$ cat config.mk
export PLATFORM = sky130hd
export DESIGN_NAME = mips_top
export DESIGN_NICKNAME = d
export VERILOG_FILES = /design/src/common/mips_pkg.sv /design/src/control/mips_control.sv /design/src/cp0/cp0_timer.sv /design/src/verilog/mips_alu.sv /design/src/verilog/mips_decoder.sv /design/src/verilog/mips_regfile.sv /design/src/verilog/mips_top.sv
export SDC_FILE = /design/constraint.sdc
export NUM_CORES = 2
export LEC_CHECK = 0
export BUFFER_PORTS_ARGS = -buffer_cell sky130_fd_sc_hd__clkbuf_2
export CAP_MARGIN = 20
export CORE_MARGIN = 2
export CORE_UTILIZATION = 40
export CTS_BUF_LIST = sky130_fd_sc_hd__clkbuf_4
export CTS_CLUSTER_SIZE = 20
export DETAILED_ROUTE_END_ITERATION = 10
export GPL_TIMING_DRIVEN = 0
export HOLD_SLACK_MARGIN = 0.08
export PLACE_DENSITY_LB_ADDON = 0.12
export SLEW_MARGIN = 20
export SYNTH_ARGS = -nofsm -noshare
export SYNTH_HDL_FRONTEND = slang
export SYNTH_SLANG_ARGS = --single-unit
export TNS_END_PERCENT = 5
$ cat constraint.sdc
create_clock -name clk -period 11.3 [get_ports clk]
set_input_delay 2.26 -clock clk [delete_from_list [all_inputs] [get_ports clk]]
set_output_delay 2.26 -clock clk [all_outputs]
set_load 0.005 [all_outputs]
$ cat src/common/mips_pkg.sv
package mips_pkg;

    localparam int WORD_W     = 32;
    localparam int REG_ADDR_W = 5;

    localparam logic [WORD_W-1:0] RESET_PC = 32'h0000_0000;

    // primary opcodes, instr[31:26]
    localparam logic [5:0] OP_SPECIAL = 6'h00;
    localparam logic [5:0] OP_BEQ     = 6'h04;
    localparam logic [5:0] OP_ADDIU   = 6'h09;
    localparam logic [5:0] OP_ORI     = 6'h0d;
    localparam logic [5:0] OP_LUI     = 6'h0f;
    localparam logic [5:0] OP_COP0    = 6'h10;
    localparam logic [5:0] OP_LW      = 6'h23;
    localparam logic [5:0] OP_SW      = 6'h2b;

    // SPECIAL function codes, instr[5:0]
    localparam logic [5:0] FN_ADDU = 6'h21;
    localparam logic [5:0] FN_SUBU = 6'h23;
    localparam logic [5:0] FN_AND  = 6'h24;
    localparam logic [5:0] FN_OR   = 6'h25;
    localparam logic [5:0] FN_XOR  = 6'h26;
    localparam logic [5:0] FN_SLT  = 6'h2a;

    // COP0 rs field
    localparam logic [4:0] COP0_MF = 5'h00;
    localparam logic [4:0] COP0_MT = 5'h04;

    // CP0 register numbers
    localparam logic [4:0] CP0_COUNT   = 5'd9;
    localparam logic [4:0] CP0_COMPARE = 5'd11;

    typedef enum logic [2:0] {
        FETCH,
        DECODE,
        EXECUTE,
        MEMORY,
        WRITEBACK
    } state_e;

    typedef enum logic [2:0] {
        ADD,
        SUB,
        AND,
        OR,
        XOR,
        SLT,
        LUI
    } alu_op_e;

endpackage

$ cat src/control/mips_control.sv
`timescale 1ns/1ns

module mips_control (
    input  logic                            clk,
    input  logic                            reset_i,
    input  logic [mips_pkg::WORD_W-1:0]     inst_sram_rdata_i,
    input  logic [mips_pkg::WORD_W-1:0]     data_sram_rdata_i,
    input  logic [mips_pkg::WORD_W-1:0]     alu_result_i,
    input  logic                            alu_equal_i,
    input  logic [mips_pkg::WORD_W-1:0]     rt_data_i,
    input  logic [mips_pkg::WORD_W-1:0]     cp0_rdata_i,
    input  logic                            reg_write_i,
    input  logic                            mem_read_i,
    input  logic                            mem_write_i,
    input  logic                            branch_i,
    input  logic                            cp0_read_i,
    input  logic                            cp0_write_i,
    input  logic [mips_pkg::REG_ADDR_W-1:0] dest_i,
    input  logic [mips_pkg::WORD_W-1:0]     imm_i,
    output logic [mips_pkg::WORD_W-1:0]     instr_o,
    output logic [mips_pkg::WORD_W-1:0]     pc_o,
    output logic [mips_pkg::WORD_W-1:0]     inst_sram_addr_o,
    output logic [mips_pkg::WORD_W-1:0]     data_sram_addr_o,
    output logic [3:0]                      data_sram_wen_o,
    output logic [mips_pkg::WORD_W-1:0]     data_sram_wdata_o,
    output logic                            cp0_we_o,
    output logic                            rf_we_o,
    output logic [mips_pkg::REG_ADDR_W-1:0] rf_waddr_o,
    output logic [mips_pkg::WORD_W-1:0]     rf_wdata_o
);

    mips_pkg::state_e                state;
    logic [mips_pkg::WORD_W-1:0]     pc;
    logic [mips_pkg::WORD_W-1:0]     instr_q;
    logic [mips_pkg::WORD_W-1:0]     result_q;
    logic [mips_pkg::WORD_W-1:0]     next_pc;
    logic                            in_wb;

    assign in_wb = (state == mips_pkg::WRITEBACK);

    // no delay slot, target is relative to pc+4
    assign next_pc = (branch_i && alu_equal_i) ? pc + 32'd4 + imm_i : pc + 32'd4;

    always_ff @(posedge clk) begin
        if (reset_i) begin
            state <= mips_pkg::FETCH;
            pc    <= mips_pkg::RESET_PC;
        end else begin
            case (state)
                mips_pkg::FETCH:   state <= mips_pkg::DECODE;
                mips_pkg::DECODE:  state <= mips_pkg::EXECUTE;
                mips_pkg::EXECUTE: begin
                    state <= (mem_read_i || mem_write_i) ? mips_pkg::MEMORY : mips_pkg::WRITEBACK;
                end
                mips_pkg::MEMORY:  state <= mips_pkg::WRITEBACK;
                mips_pkg::WRITEBACK: begin
                    state <= mips_pkg::FETCH;
                    pc    <= next_pc;
                end
                default:           state <= mips_pkg::FETCH;
            endcase
        end
    end

    // ir and result register
    always_ff @(posedge clk) begin
        if (state == mips_pkg::FETCH) begin
            instr_q <= inst_sram_rdata_i;
        end
        if (state == mips_pkg::EXECUTE) begin
            result_q <= cp0_read_i ? cp0_rdata_i : alu_result_i;
        end
        if (state == mips_pkg::MEMORY && mem_read_i) begin
            result_q <= data_sram_rdata_i;
        end
    end

    assign instr_o           = instr_q;
    assign pc_o              = pc;
    assign inst_sram_addr_o  = pc;
    assign data_sram_addr_o  = result_q;
    assign data_sram_wdata_o = rt_data_i;
    assign data_sram_wen_o   = (state == mips_pkg::MEMORY && mem_write_i) ? 4'hf : 4'h0;
    assign cp0_we_o          = in_wb && cp0_write_i;
    assign rf_we_o           = in_wb && reg_write_i;
    assign rf_waddr_o        = dest_i;
    assign rf_wdata_o        = result_q;

endmodule

$ cat src/cp0/cp0_timer.sv
`timescale 1ns/1ns

module cp0_timer (
    input  logic                            clk,
    input  logic                            reset_i,
    input  logic                            we_i,
    input  logic [mips_pkg::REG_ADDR_W-1:0] addr_i,
    input  logic [mips_pkg::WORD_W-1:0]     wdata_i,
    output logic [mips_pkg::WORD_W-1:0]     rdata_o,
    output logic                            time_int_o
);

    logic [mips_pkg::WORD_W-1:0] count;
    logic [mips_pkg::WORD_W-1:0] compare;
    logic                        count_we;
    logic                        compare_we;

    assign count_we   = we_i && (addr_i == mips_pkg::CP0_COUNT);
    assign compare_we = we_i && (addr_i == mips_pkg::CP0_COMPARE);

    always_ff @(posedge clk) begin
        if (reset_i) begin
            count      <= '0;
            compare    <= '1;
            time_int_o <= 1'b0;
        end else begin
            count <= count_we ? wdata_i : count + 32'd1;
            if (compare_we) begin
                compare    <= wdata_i;
                // writing compare acknowledges the timer
                time_int_o <= 1'b0;
            end else if (count == compare) begin
                time_int_o <= 1'b1;
            end
        end
    end

    always_comb begin
        case (addr_i)
            mips_pkg::CP0_COUNT:   rdata_o = count;
            mips_pkg::CP0_COMPARE: rdata_o = compare;
            default:               rdata_o = '0;
        endcase
    end

endmodule

$ cat src/verilog/mips_alu.sv
`timescale 1ns/1ns

module mips_alu (
    input  mips_pkg::alu_op_e           alu_op_i,
    input  logic [mips_pkg::WORD_W-1:0] a_i,
    input  logic [mips_pkg::WORD_W-1:0] b_i,
    output logic [mips_pkg::WORD_W-1:0] result_o,
    output logic                        equal_o
);

    always_comb begin
        result_o = '0;
        case (alu_op_i)
            mips_pkg::ADD: result_o = a_i + b_i;
            mips_pkg::SUB: result_o = a_i - b_i;
            mips_pkg::AND: result_o = a_i & b_i;
            mips_pkg::OR:  result_o = a_i | b_i;
            mips_pkg::XOR: result_o = a_i ^ b_i;
            mips_pkg::SLT: begin
                // signed compare
                result_o[0] = $signed(a_i) < $signed(b_i);
            end
            mips_pkg::LUI: result_o = b_i << 16;
            default:       result_o = '0;
        endcase
    end

    // beq condition
    assign equal_o = (a_i == b_i);

endmodule

$ cat src/verilog/mips_decoder.sv
`timescale 1ns/1ns

module mips_decoder (
    input  logic [mips_pkg::WORD_W-1:0]     instr_i,
    output mips_pkg::alu_op_e               alu_op_o,
    output logic                            use_imm_o,
    output logic [mips_pkg::WORD_W-1:0]     imm_o,
    output logic [mips_pkg::REG_ADDR_W-1:0] dest_o,
    output logic [mips_pkg::REG_ADDR_W-1:0] rs_addr_o,
    output logic [mips_pkg::REG_ADDR_W-1:0] rt_addr_o,
    output logic                            reg_write_o,
    output logic                            mem_read_o,
    output logic                            mem_write_o,
    output logic                            branch_o,
    output logic                            cp0_read_o,
    output logic                            cp0_write_o
);

    logic [5:0]  opcode;
    logic [5:0]  funct;
    logic [15:0] imm16;
    logic [mips_pkg::WORD_W-1:0] sign_imm;
    logic [mips_pkg::WORD_W-1:0] zero_imm;

    assign opcode    = instr_i[31:26];
    assign funct     = instr_i[5:0];
    assign imm16     = instr_i[15:0];
    assign sign_imm  = {{16{imm16[15]}}, imm16};
    assign zero_imm  = {16'h0000, imm16};
    assign rs_addr_o = instr_i[25:21];
    assign rt_addr_o = instr_i[20:16];

    always_comb begin
        alu_op_o    = mips_pkg::ADD;
        use_imm_o   = 1'b0;
        imm_o       = sign_imm;
        dest_o      = instr_i[15:11];
        reg_write_o = 1'b0;
        mem_read_o  = 1'b0;
        mem_write_o = 1'b0;
        branch_o    = 1'b0;
        cp0_read_o  = 1'b0;
        cp0_write_o = 1'b0;
        case (opcode)
            mips_pkg::OP_SPECIAL: begin
                reg_write_o = 1'b1;
                case (funct)
                    mips_pkg::FN_ADDU: alu_op_o = mips_pkg::ADD;
                    mips_pkg::FN_SUBU: alu_op_o = mips_pkg::SUB;
                    mips_pkg::FN_AND:  alu_op_o = mips_pkg::AND;
                    mips_pkg::FN_OR:   alu_op_o = mips_pkg::OR;
                    mips_pkg::FN_XOR:  alu_op_o = mips_pkg::XOR;
                    mips_pkg::FN_SLT:  alu_op_o = mips_pkg::SLT;
                    default:           reg_write_o = 1'b0;
                endcase
            end
            mips_pkg::OP_ADDIU: begin
                use_imm_o   = 1'b1;
                dest_o      = instr_i[20:16];
                reg_write_o = 1'b1;
            end
            mips_pkg::OP_ORI, mips_pkg::OP_LUI: begin
                alu_op_o    = (opcode == mips_pkg::OP_ORI) ? mips_pkg::OR : mips_pkg::LUI;
                use_imm_o   = 1'b1;
                imm_o       = zero_imm;
                dest_o      = instr_i[20:16];
                reg_write_o = 1'b1;
            end
            mips_pkg::OP_LW: begin
                use_imm_o   = 1'b1;
                dest_o      = instr_i[20:16];
                reg_write_o = 1'b1;
                mem_read_o  = 1'b1;
            end
            mips_pkg::OP_SW: begin
                use_imm_o   = 1'b1;
                mem_write_o = 1'b1;
            end
            mips_pkg::OP_BEQ: begin
                // word offset, ready to add to pc+4
                alu_op_o = mips_pkg::SUB;
                imm_o    = {{14{imm16[15]}}, imm16, 2'b00};
                branch_o = 1'b1;
            end
            mips_pkg::OP_COP0: begin
                dest_o = instr_i[20:16];
                if (instr_i[25:21] == mips_pkg::COP0_MF) begin
                    cp0_read_o  = 1'b1;
                    reg_write_o = 1'b1;
                end else if (instr_i[25:21] == mips_pkg::COP0_MT) begin
                    cp0_write_o = 1'b1;
                end
            end
            default: ;
        endcase
    end

endmodule

$ cat src/verilog/mips_regfile.sv
`timescale 1ns/1ns

module mips_regfile (
    input  logic                            clk,
    input  logic                            reset_i,
    input  logic [mips_pkg::REG_ADDR_W-1:0] rs_addr_i,
    input  logic [mips_pkg::REG_ADDR_W-1:0] rt_addr_i,
    input  logic                            we_i,
    input  logic [mips_pkg::REG_ADDR_W-1:0] waddr_i,
    input  logic [mips_pkg::WORD_W-1:0]     wdata_i,
    output logic [mips_pkg::WORD_W-1:0]     rs_data_o,
    output logic [mips_pkg::WORD_W-1:0]     rt_data_o
);

    logic [mips_pkg::WORD_W-1:0] regs [32];

    always_ff @(posedge clk) begin
        if (reset_i) begin
            for (int i = 0; i < 32; i++) begin
                regs[i] <= '0;
            end
        end else if (we_i && waddr_i != '0) begin
            regs[waddr_i] <= wdata_i;
        end
    end

    // $zero reads as zero regardless of array contents
    assign rs_data_o = (rs_addr_i == '0) ? '0 : regs[rs_addr_i];
    assign rt_data_o = (rt_addr_i == '0) ? '0 : regs[rt_addr_i];

endmodule

$ cat src/verilog/mips_top.sv
`timescale 1ns/1ns

module mips_top (
    input  logic                            clk,
    input  logic                            reset_i,

    output logic [mips_pkg::WORD_W-1:0]     inst_sram_addr_o,
    input  logic [mips_pkg::WORD_W-1:0]     inst_sram_rdata_i,

    output logic [mips_pkg::WORD_W-1:0]     data_sram_addr_o,
    output logic [3:0]                      data_sram_wen_o,
    output logic [mips_pkg::WORD_W-1:0]     data_sram_wdata_o,
    input  logic [mips_pkg::WORD_W-1:0]     data_sram_rdata_i,

    output logic [mips_pkg::WORD_W-1:0]     debug_wb_pc_o,
    output logic [3:0]                      debug_wb_wen_o,
    output logic [mips_pkg::REG_ADDR_W-1:0] debug_wb_num_o,
    output logic [mips_pkg::WORD_W-1:0]     debug_wb_data_o,

    output logic                            time_int_o
);

    logic [mips_pkg::WORD_W-1:0]     instr;
    logic [mips_pkg::WORD_W-1:0]     pc;
    mips_pkg::alu_op_e               alu_op;
    logic                            use_imm;
    logic [mips_pkg::WORD_W-1:0]     imm;
    logic [mips_pkg::REG_ADDR_W-1:0] dest;
    logic [mips_pkg::REG_ADDR_W-1:0] rs_addr;
    logic [mips_pkg::REG_ADDR_W-1:0] rt_addr;
    logic                            reg_write;
    logic                            mem_read;
    logic                            mem_write;
    logic                            branch;
    logic                            cp0_read;
    logic                            cp0_write;
    logic [mips_pkg::WORD_W-1:0]     rs_data;
    logic [mips_pkg::WORD_W-1:0]     rt_data;
    logic [mips_pkg::WORD_W-1:0]     alu_b;
    logic [mips_pkg::WORD_W-1:0]     alu_result;
    logic                            alu_equal;
    logic [mips_pkg::WORD_W-1:0]     cp0_rdata;
    logic                            cp0_we;
    logic                            rf_we;
    logic [mips_pkg::REG_ADDR_W-1:0] rf_waddr;
    logic [mips_pkg::WORD_W-1:0]     rf_wdata;

    assign alu_b = use_imm ? imm : rt_data;

    // debug port mirrors the register file write
    assign debug_wb_pc_o   = pc;
    assign debug_wb_wen_o  = {4{rf_we}};
    assign debug_wb_num_o  = rf_waddr;
    assign debug_wb_data_o = rf_wdata;

    mips_control u_control (
        .clk               (clk),
        .reset_i           (reset_i),
        .inst_sram_rdata_i (inst_sram_rdata_i),
        .data_sram_rdata_i (data_sram_rdata_i),
        .alu_result_i      (alu_result),
        .alu_equal_i       (alu_equal),
        .rt_data_i         (rt_data),
        .cp0_rdata_i       (cp0_rdata),
        .reg_write_i       (reg_write),
        .mem_read_i        (mem_read),
        .mem_write_i       (mem_write),
        .branch_i          (branch),
        .cp0_read_i        (cp0_read),
        .cp0_write_i       (cp0_write),
        .dest_i            (dest),
        .imm_i             (imm),
        .instr_o           (instr),
        .pc_o              (pc),
        .inst_sram_addr_o  (inst_sram_addr_o),
        .data_sram_addr_o  (data_sram_addr_o),
        .data_sram_wen_o   (data_sram_wen_o),
        .data_sram_wdata_o (data_sram_wdata_o),
        .cp0_we_o          (cp0_we),
        .rf_we_o           (rf_we),
        .rf_waddr_o        (rf_waddr),
        .rf_wdata_o        (rf_wdata)
    );

    mips_decoder u_decoder (
        .instr_i     (instr),
        .alu_op_o    (alu_op),
        .use_imm_o   (use_imm),
        .imm_o       (imm),
        .dest_o      (dest),
        .rs_addr_o   (rs_addr),
        .rt_addr_o   (rt_addr),
        .reg_write_o (reg_write),
        .mem_read_o  (mem_read),
        .mem_write_o (mem_write),
        .branch_o    (branch),
        .cp0_read_o  (cp0_read),
        .cp0_write_o (cp0_write)
    );

    mips_regfile u_regfile (
        .clk       (clk),
        .reset_i   (reset_i),
        .rs_addr_i (rs_addr),
        .rt_addr_i (rt_addr),
        .we_i      (rf_we),
        .waddr_i   (rf_waddr),
        .wdata_i   (rf_wdata),
        .rs_data_o (rs_data),
        .rt_data_o (rt_data)
    );

    mips_alu u_alu (
        .alu_op_i (alu_op),
        .a_i      (rs_data),
        .b_i      (alu_b),
        .result_o (alu_result),
        .equal_o  (alu_equal)
    );

    // cp0 register number sits in the rd field
    cp0_timer u_cp0_timer (
        .clk        (clk),
        .reset_i    (reset_i),
        .we_i       (cp0_we),
        .addr_i     (instr[15:11]),
        .wdata_i    (rt_data),
        .rdata_o    (cp0_rdata),
        .time_int_o (time_int_o)
    );

endmodule
# [Word level (Yosys, flattened, before mapping)]
# Memories as Yosys holds them, arrays and structs flattened. A register that Yosys moved wholly into a read port is not among the register bits.
# Index checks and enable logic that the tools add are counted.
[totals] ff_bits=164 ramBits=1024 in_bits=66 wordCells=108 mem_count=1
[op_classes] n_addsub=5 order_cmp=1 n_eq_ne=28 n_mux=40 bitwise_logic=3 reduce_logical=23
[mem_list] memory="u_regfile.regs" words=32 word_bits=32 read_ports=2 rd_clocked_by_memory_dff=2 wr=32 line_no="mips_regfile.sv:15" source="logic [mips_pkg::WORD_W-1:0] regs [32];"
[ops] cell="2-to-1 mux 32 bit" n=9
[ops] cell="one-hot mux 31 bit (6 select lines)" n=1
[ops] cell="one-hot mux 32 bit (2 select lines)" n=2
[ops] cell="adder 32 bit" n=2
[ops] cell="== test 32 bit" n=2
[ops] cell="== test 6 bit (second input constant)" n=8
[ops] cell="adder 32 x 1 -> 32 bit (second input constant)" n=1
[ops] cell="adder 32 x 3 -> 32 bit (second input constant)" n=1
[ops] cell="bitwise AND 32 bit" n=1
[ops] cell="< comparator 32 bit" n=1
[ops] cell="OR 32 bit" n=1
[ops] cell="OR reduction 32 bit" n=1
[ops] cell="subtractor 32 bit" n=1
[ops] cell="bitwise XOR 32 bit" n=1
[ops] cell="2-to-1 mux 5 bit" n=4
[ops] cell="== test 6 x 4 -> 1 bit (second input constant)" n=3
[ops] cell="2-to-1 mux 1 bit" n=16
[ops] cell="one-hot mux 3 bit (5 select lines)" n=1
[ops] cell="== test 3 x 2 -> 1 bit (second input constant)" n=4
[ops] cell="== test 3 bit (second input constant)" n=4
[ops] cell="one-hot mux 3 bit (4 select lines)" n=1
[ops] cell="== test 5 x 4 -> 1 bit (second input constant)" n=2
[ops] cell="logical NOT 5 bit" n=2
[ops] cell="OR reduction 5 bit" n=2
[ops] cell="other kinds (18)" n=29

# [Depth between registers and ports, before layout]
[depth] depth_word=11 ltp_mapped=23 ltp_nobuf=19

# [Cells and area by module]
# A second synthesis with hierarchy kept.
[hier_totals] hier_cells=5726 area_unflattened_um2=72163.0
[modules_own_cells] module="mips_regfile" n_inst=1 cells_each=3502 area_each_um2=54250.8 seq_area_each_um2=30749.5
[modules_own_cells] module="mips_control" n_inst=1 cells_each=847 area_each_um2=7524.7 seq_area_each_um2=2622.5
[modules_own_cells] module="mips_alu" n_inst=1 cells_each=835 area_each_um2=5464.0 seq_area_each_um2=0.0
[modules_own_cells] module="cp0_timer" n_inst=1 cells_each=405 area_each_um2=3623.5 seq_area_each_um2=1301.2
[modules_own_cells] module="mips_decoder" n_inst=1 cells_each=97 area_each_um2=725.7 seq_area_each_um2=0.0
[modules_own_cells] module="mips_top" n_inst=1 cells_each=40 area_each_um2=574.3 seq_area_each_um2=0.0

# [Worst setup path after synthesis]
# No wires, ideal clock.
[synth_timing] path_kind="register -> register" start="reg with a tool-made name" end="reg u_control.result_q, in the netlist u_control.data_sram_addr_o[0] (data pin)" setup_ns=0.259 arrival_time_ns=5.387 setup_slack_ns=5.654 stages_incl_launch_ff=22 synth_period_minus_slack_ns=5.646 path_cell_list="dfxtp_1 > clkbuf_1 > buf_2 > buf_2 > buf_1 > mux4_2 > mux4_2 > nand2_1 > a21o_1 > inv_1 > ha_1 > clkbuf_1 > or4_4 > or3_4 > o21bai_1 > o311ai_1 > o21ai_2 > o21a_1 > nand2b_1 > a221o_1 > a21oi_1 > o21ai_1"
[synth_lines] element="end signal: assignment" line_no="mips_control.sv:71" source="result_q <= cp0_read_i ? cp0_rdata_i : alu_result_i;"
[synth_lines] element="end signal: assignment" line_no="mips_control.sv:74" source="result_q <= data_sram_rdata_i;"
[synth_lines] element="end: declaration" line_no="mips_control.sv:35" source="logic [mips_pkg::WORD_W-1:0] result_q;"

==> run summary <==
- **result of the run** completed
- **unique cell type count in the Yosys netlist** 86
- **final count of negative-setup-slack endpoints** 0
- **aggregate negative setup slack** 0 ns
- **reg-to-reg setup timing slack** 1.83 ns
- **Fin Clk Skew** 0.205 ns
- **multiplexer fraction of the synthesized cell area** 0.218
- **mean number of vias per cell** 6.07
- **cell row count** 154
- **Routed WL per cell** 35.4 microns
- **biggest fanout along the worst timing path** 10
- **Seq cells post-synth** 1198
- **largest net degree at the start of global routing** 41
- **iteration count of the initial detailed-routing pass** 6
- **Arrival @ worst endpoint** 10.54 ns
- **total CTS buffers** 355
- **Endpoint, Worst Hold** u_cp0_timer.compare[29]
- **leakage power figure** 30.0 nW
- **Total Die Area** 180000 sq um
- **final critical path time including I/O delays and setup** 9.47 ns
- **final RePlAce weighted congestion** 1.02
- **Post-synth EDFFs** 1088
- **crit path kind** reg -> reg
- **Max Transition Viols Final** 0
- **leading cell type by number of instances after synthesis** edfxtp_1
- **main combinational cell family by area after synthesis** multiplexers
- **placed cell count** 8022
- **buffers inserted by post-CTS timing repair** 0
- **Crit path required time** 12.36 ns
- **Slew Limit Headroom** 0.126
- **power per unit of standard cell area** 190 nW/um^2
- **portion of the post-synthesis area used by sequential elements** 0.493
- **Syn. warnings** 0
- **most used standard cells in the synthesized netlist** 1088 x edfxtp_1, 1004 x and2_1, 639 x mux4_2
- **max-cap check violation count** 0
- **post-synthesis instance area** 70700 sq um
- **category of the worst setup path capture point** flip-flop
- **Mapped Cells** 5398
- **share of layout cells above drive strength 1** 0.278
- **worst reg2reg path depth** 24
- **actual slew at the worst max-slew pin** 1.31 ns
- **ys async rst share** 0
- **post-route fraction of the period consumed by the critical path** 0.838
- **WHS** 0.499 ns
- **worst hold path type** reg -> reg
- **xor/xnor share of the synthesized area** 0.0177
- **post-detailed-route count of antenna-violating nets** 0
- **cells taking the most area after synthesis** edfxtp_1 46%, mux4_2 20%, and2_1 8.9%
- **switching power total** 6.01 mW
- **number of buffers between clock root and the deepest sink** 4
- **TritonCTS clock tree** yes
- **die outline height** 424 microns
- **Area growth syn-to-layout** 12.7%
- **main flop type after synthesis** edfxtp_1
- **RSZ-0062 raised after global routing** false
- **kind of start point of the critical path** flip-flop
- **switching part of the total power** 0.398
- **compound-cell area share of the yosys netlist** 0.0595
- **wirelength, routed** 306 mm
- **buffer cell driving the clock tree root** clkbuf_4
- **effective utilization at floorplan** 0.402
- **Simple-Gate Fraction of Synth Area** 0.146
- **Non-Filler Instances** 8637
- **vias in the first global route** 51700
- **horizontal die dimension** 424 microns
- **initial antenna violation count** 22
- **clock-pin slew on the worst setup and hold paths** 0.07 ns
- **startpoint of the worst hold path** u_cp0_timer.compare[29]
- **number of levels the H-tree was split into** 5
- **worst hold path depth** 2
- **I/O pins** 240
- **library cell with the largest summed area after synthesis** edfxtp_1
- **overall overflow remaining after global route** 0
- **clock net sink count** 1198
- **vias after detailed routing** 52400
- **Max Freq** 106 MHz
- **net total in the final layout** 6239
- **Synth Area in Adders** 0.0237
- **Internal** 9.10 mW
- **average cell area after synthesis** 13.1 sq um
- **Buffers on Ports** 238
- **clock insertion delay at the later pin of the skew report** 1.46 ns
- **final hold viol count** 0
- **worst vdd rail ir drop** 0.000118 V
- **post-cts repair resize count** 0
- **HPWL Detailed** 226 mm
- **Core ar.** 176000 sq um
- **Post-CTS Hold Buffers** 0
- **clock network power share** 0.276
- **share of total power in sequential cells** 0.348
- **DRC marker count from the first detailed-route iteration** 6507
- **DRC viols** 0
- **wire length of the first global-routing pass** 413 mm
- **reg-to-reg critical path endpoint** u_control.data_sram_addr_o[18]
- **overall fraction of global-route tracks in use** 0.336
- **share of Yosys cell area claimed by the top area cell type** 0.462
- **combinational share of power** 0.376
## cell families after synthesis
group / count (synthesis)
fa+ha+maj: 132
xor+xnor: 143
flops: 1198
simple gates: 1876
buf+inv: 683
compound gates: 634
mux: 731
other cells: 1
## metrics by stage
step | worst slack [ns] | total power, mW | instance area [sq um] | util
6_report | 1.83 | 15.1 | 79700 | 0.453
5_1_grt | 1.63 | 15.5 | 79600 | 0.453
4_1_cts | 2.13 | 15.0 | 79600 | 0.452
3_5_place_dp | 2.22 | 10.8 | 75300 | 0.428
3_3_place_gp | 1.30 | 10.8 | 74900 | 0.426
2_1_floorplan | 5.65 | 8.40 | 70800 | -
## layout by cell type (no fill, tap or decap), drive strengths merged, types with 17 or more instances in the layout
cell | netlist | layout
clkbuf | 355 | 1126
edfxtp | 1088 | 1088
and2 | 1005 | 1005
mux4 | 639 | 639
nor2 | 281 | 281
nand2 | 275 | 275
buf | 188 | 199
a21oi | 167 | 167
inv | 139 | 143
ha | 129 | 129
o21ai | 113 | 113
dfxtp | 110 | 110
xnor2 | 109 | 109
a21o | 69 | 69
clkinv | 1 | 63
nand3 | 61 | 61
mux2i | 56 | 56
nand2b | 55 | 55
a211oi | 49 | 49
nor3 | 42 | 42
or2 | 37 | 37
mux2 | 36 | 36
xor2 | 34 | 34
conb | 1 | 32
o21bai | 26 | 26
nand4 | 24 | 24
and3 | 23 | 23
nand3b | 23 | 23
diode | 0 | 19
o22ai | 17 | 17
o21a | 17 | 17
## power by group through the flow
stage | sequential [mW] | combinational, mW | clock, mW
after CTS | 5.25 | 5.53 | 4.20
after global placement | 5.34 | 5.46 | 0
final | 5.25 | 5.68 | 4.17
after global routing | 5.26 | 5.84 | 4.42
after floorplan | 5.22 | 3.18 | 0
after detailed placement | 5.34 | 5.50 | 0
## sequential cells by signal, indices dropped and copies added, names as in the netlist, named ones only
signal / count
u_control.state: 3
u_control.data_sram_addr_o: 32
u_control.instr_o: 32
u_cp0_timer.count: 32
u_cp0_timer.compare: 32
u_cp0_timer.time_int_o: 1
u_regfile.regs: 1024
u_control.inst_sram_addr_o: 32
## area by class of cell
cell class | count | area [sq um]
Fill cell | 16400 | 96300
Antenna cell | 19 | 47.5
Multi-Input combinational cell | 3548 | 33100
Sequential cell | 1198 | 34900
Timing Repair Buffer | 255 | 1500
Inverter | 140 | 526
Tap cell | 2340 | 2930
Clock buffer | 527 | 3960
Buffer | 543 | 2460
Clock inverter | 67 | 285
## per-layer routing
metal	track usage	vias up	part of all wire
met2	0.527	3000	0.46
met4	0.249	4	0.084
li1	-	21700	-
met1	0.410	27000	0.37
met5	0	-	0.000056
met3	0.0741	791	0.086
## critical path: stages, from the launching register on
cell,delay (ns)
dfxtp_1,0.31
clkbuf_1,0.12
buf_2,0.47
clkbuf_1,0.59
buf_6,0.25
buf_2,0.58
mux4_2,0.64
mux4_2,0.56
nand2_1,0.12
a21o_1,0.62
inv_1,0.47
a21boi_0,0.55
ha_1,0.22
clkbuf_1,0.28
nand2_1,0.14
o21a_1,0.23
o21ai_0,0.34
a21oi_1,0.14
o21bai_1,0.45
a21oi_1,0.19
o31ai_1,0.52
a31o_2,0.28
mux2i_1,0.18
a211oi_1,0.09
nor3_1,0.73
## worst max path at each step
stage | start | to | slack, ns | depth (start not counted)
finish | flip-flop | u_control.data_sram_addr_o[18] | 1.83 | 24
global route | flip-flop | u_control.data_sram_addr_o[18] | 1.63 | 24
CTS | flip-flop | u_control.inst_sram_addr_o[8] | 2.13 | 19
detailed placement | flip-flop | u_control.data_sram_addr_o[0] | 2.22 | 23
global placement | flip-flop | u_control.data_sram_addr_o[25] | 1.30 | 21
floorplan | flip-flop | u_control.data_sram_addr_o[0] | 5.65 | 21
Note: power is estimated with default switching activity, not from simulation.
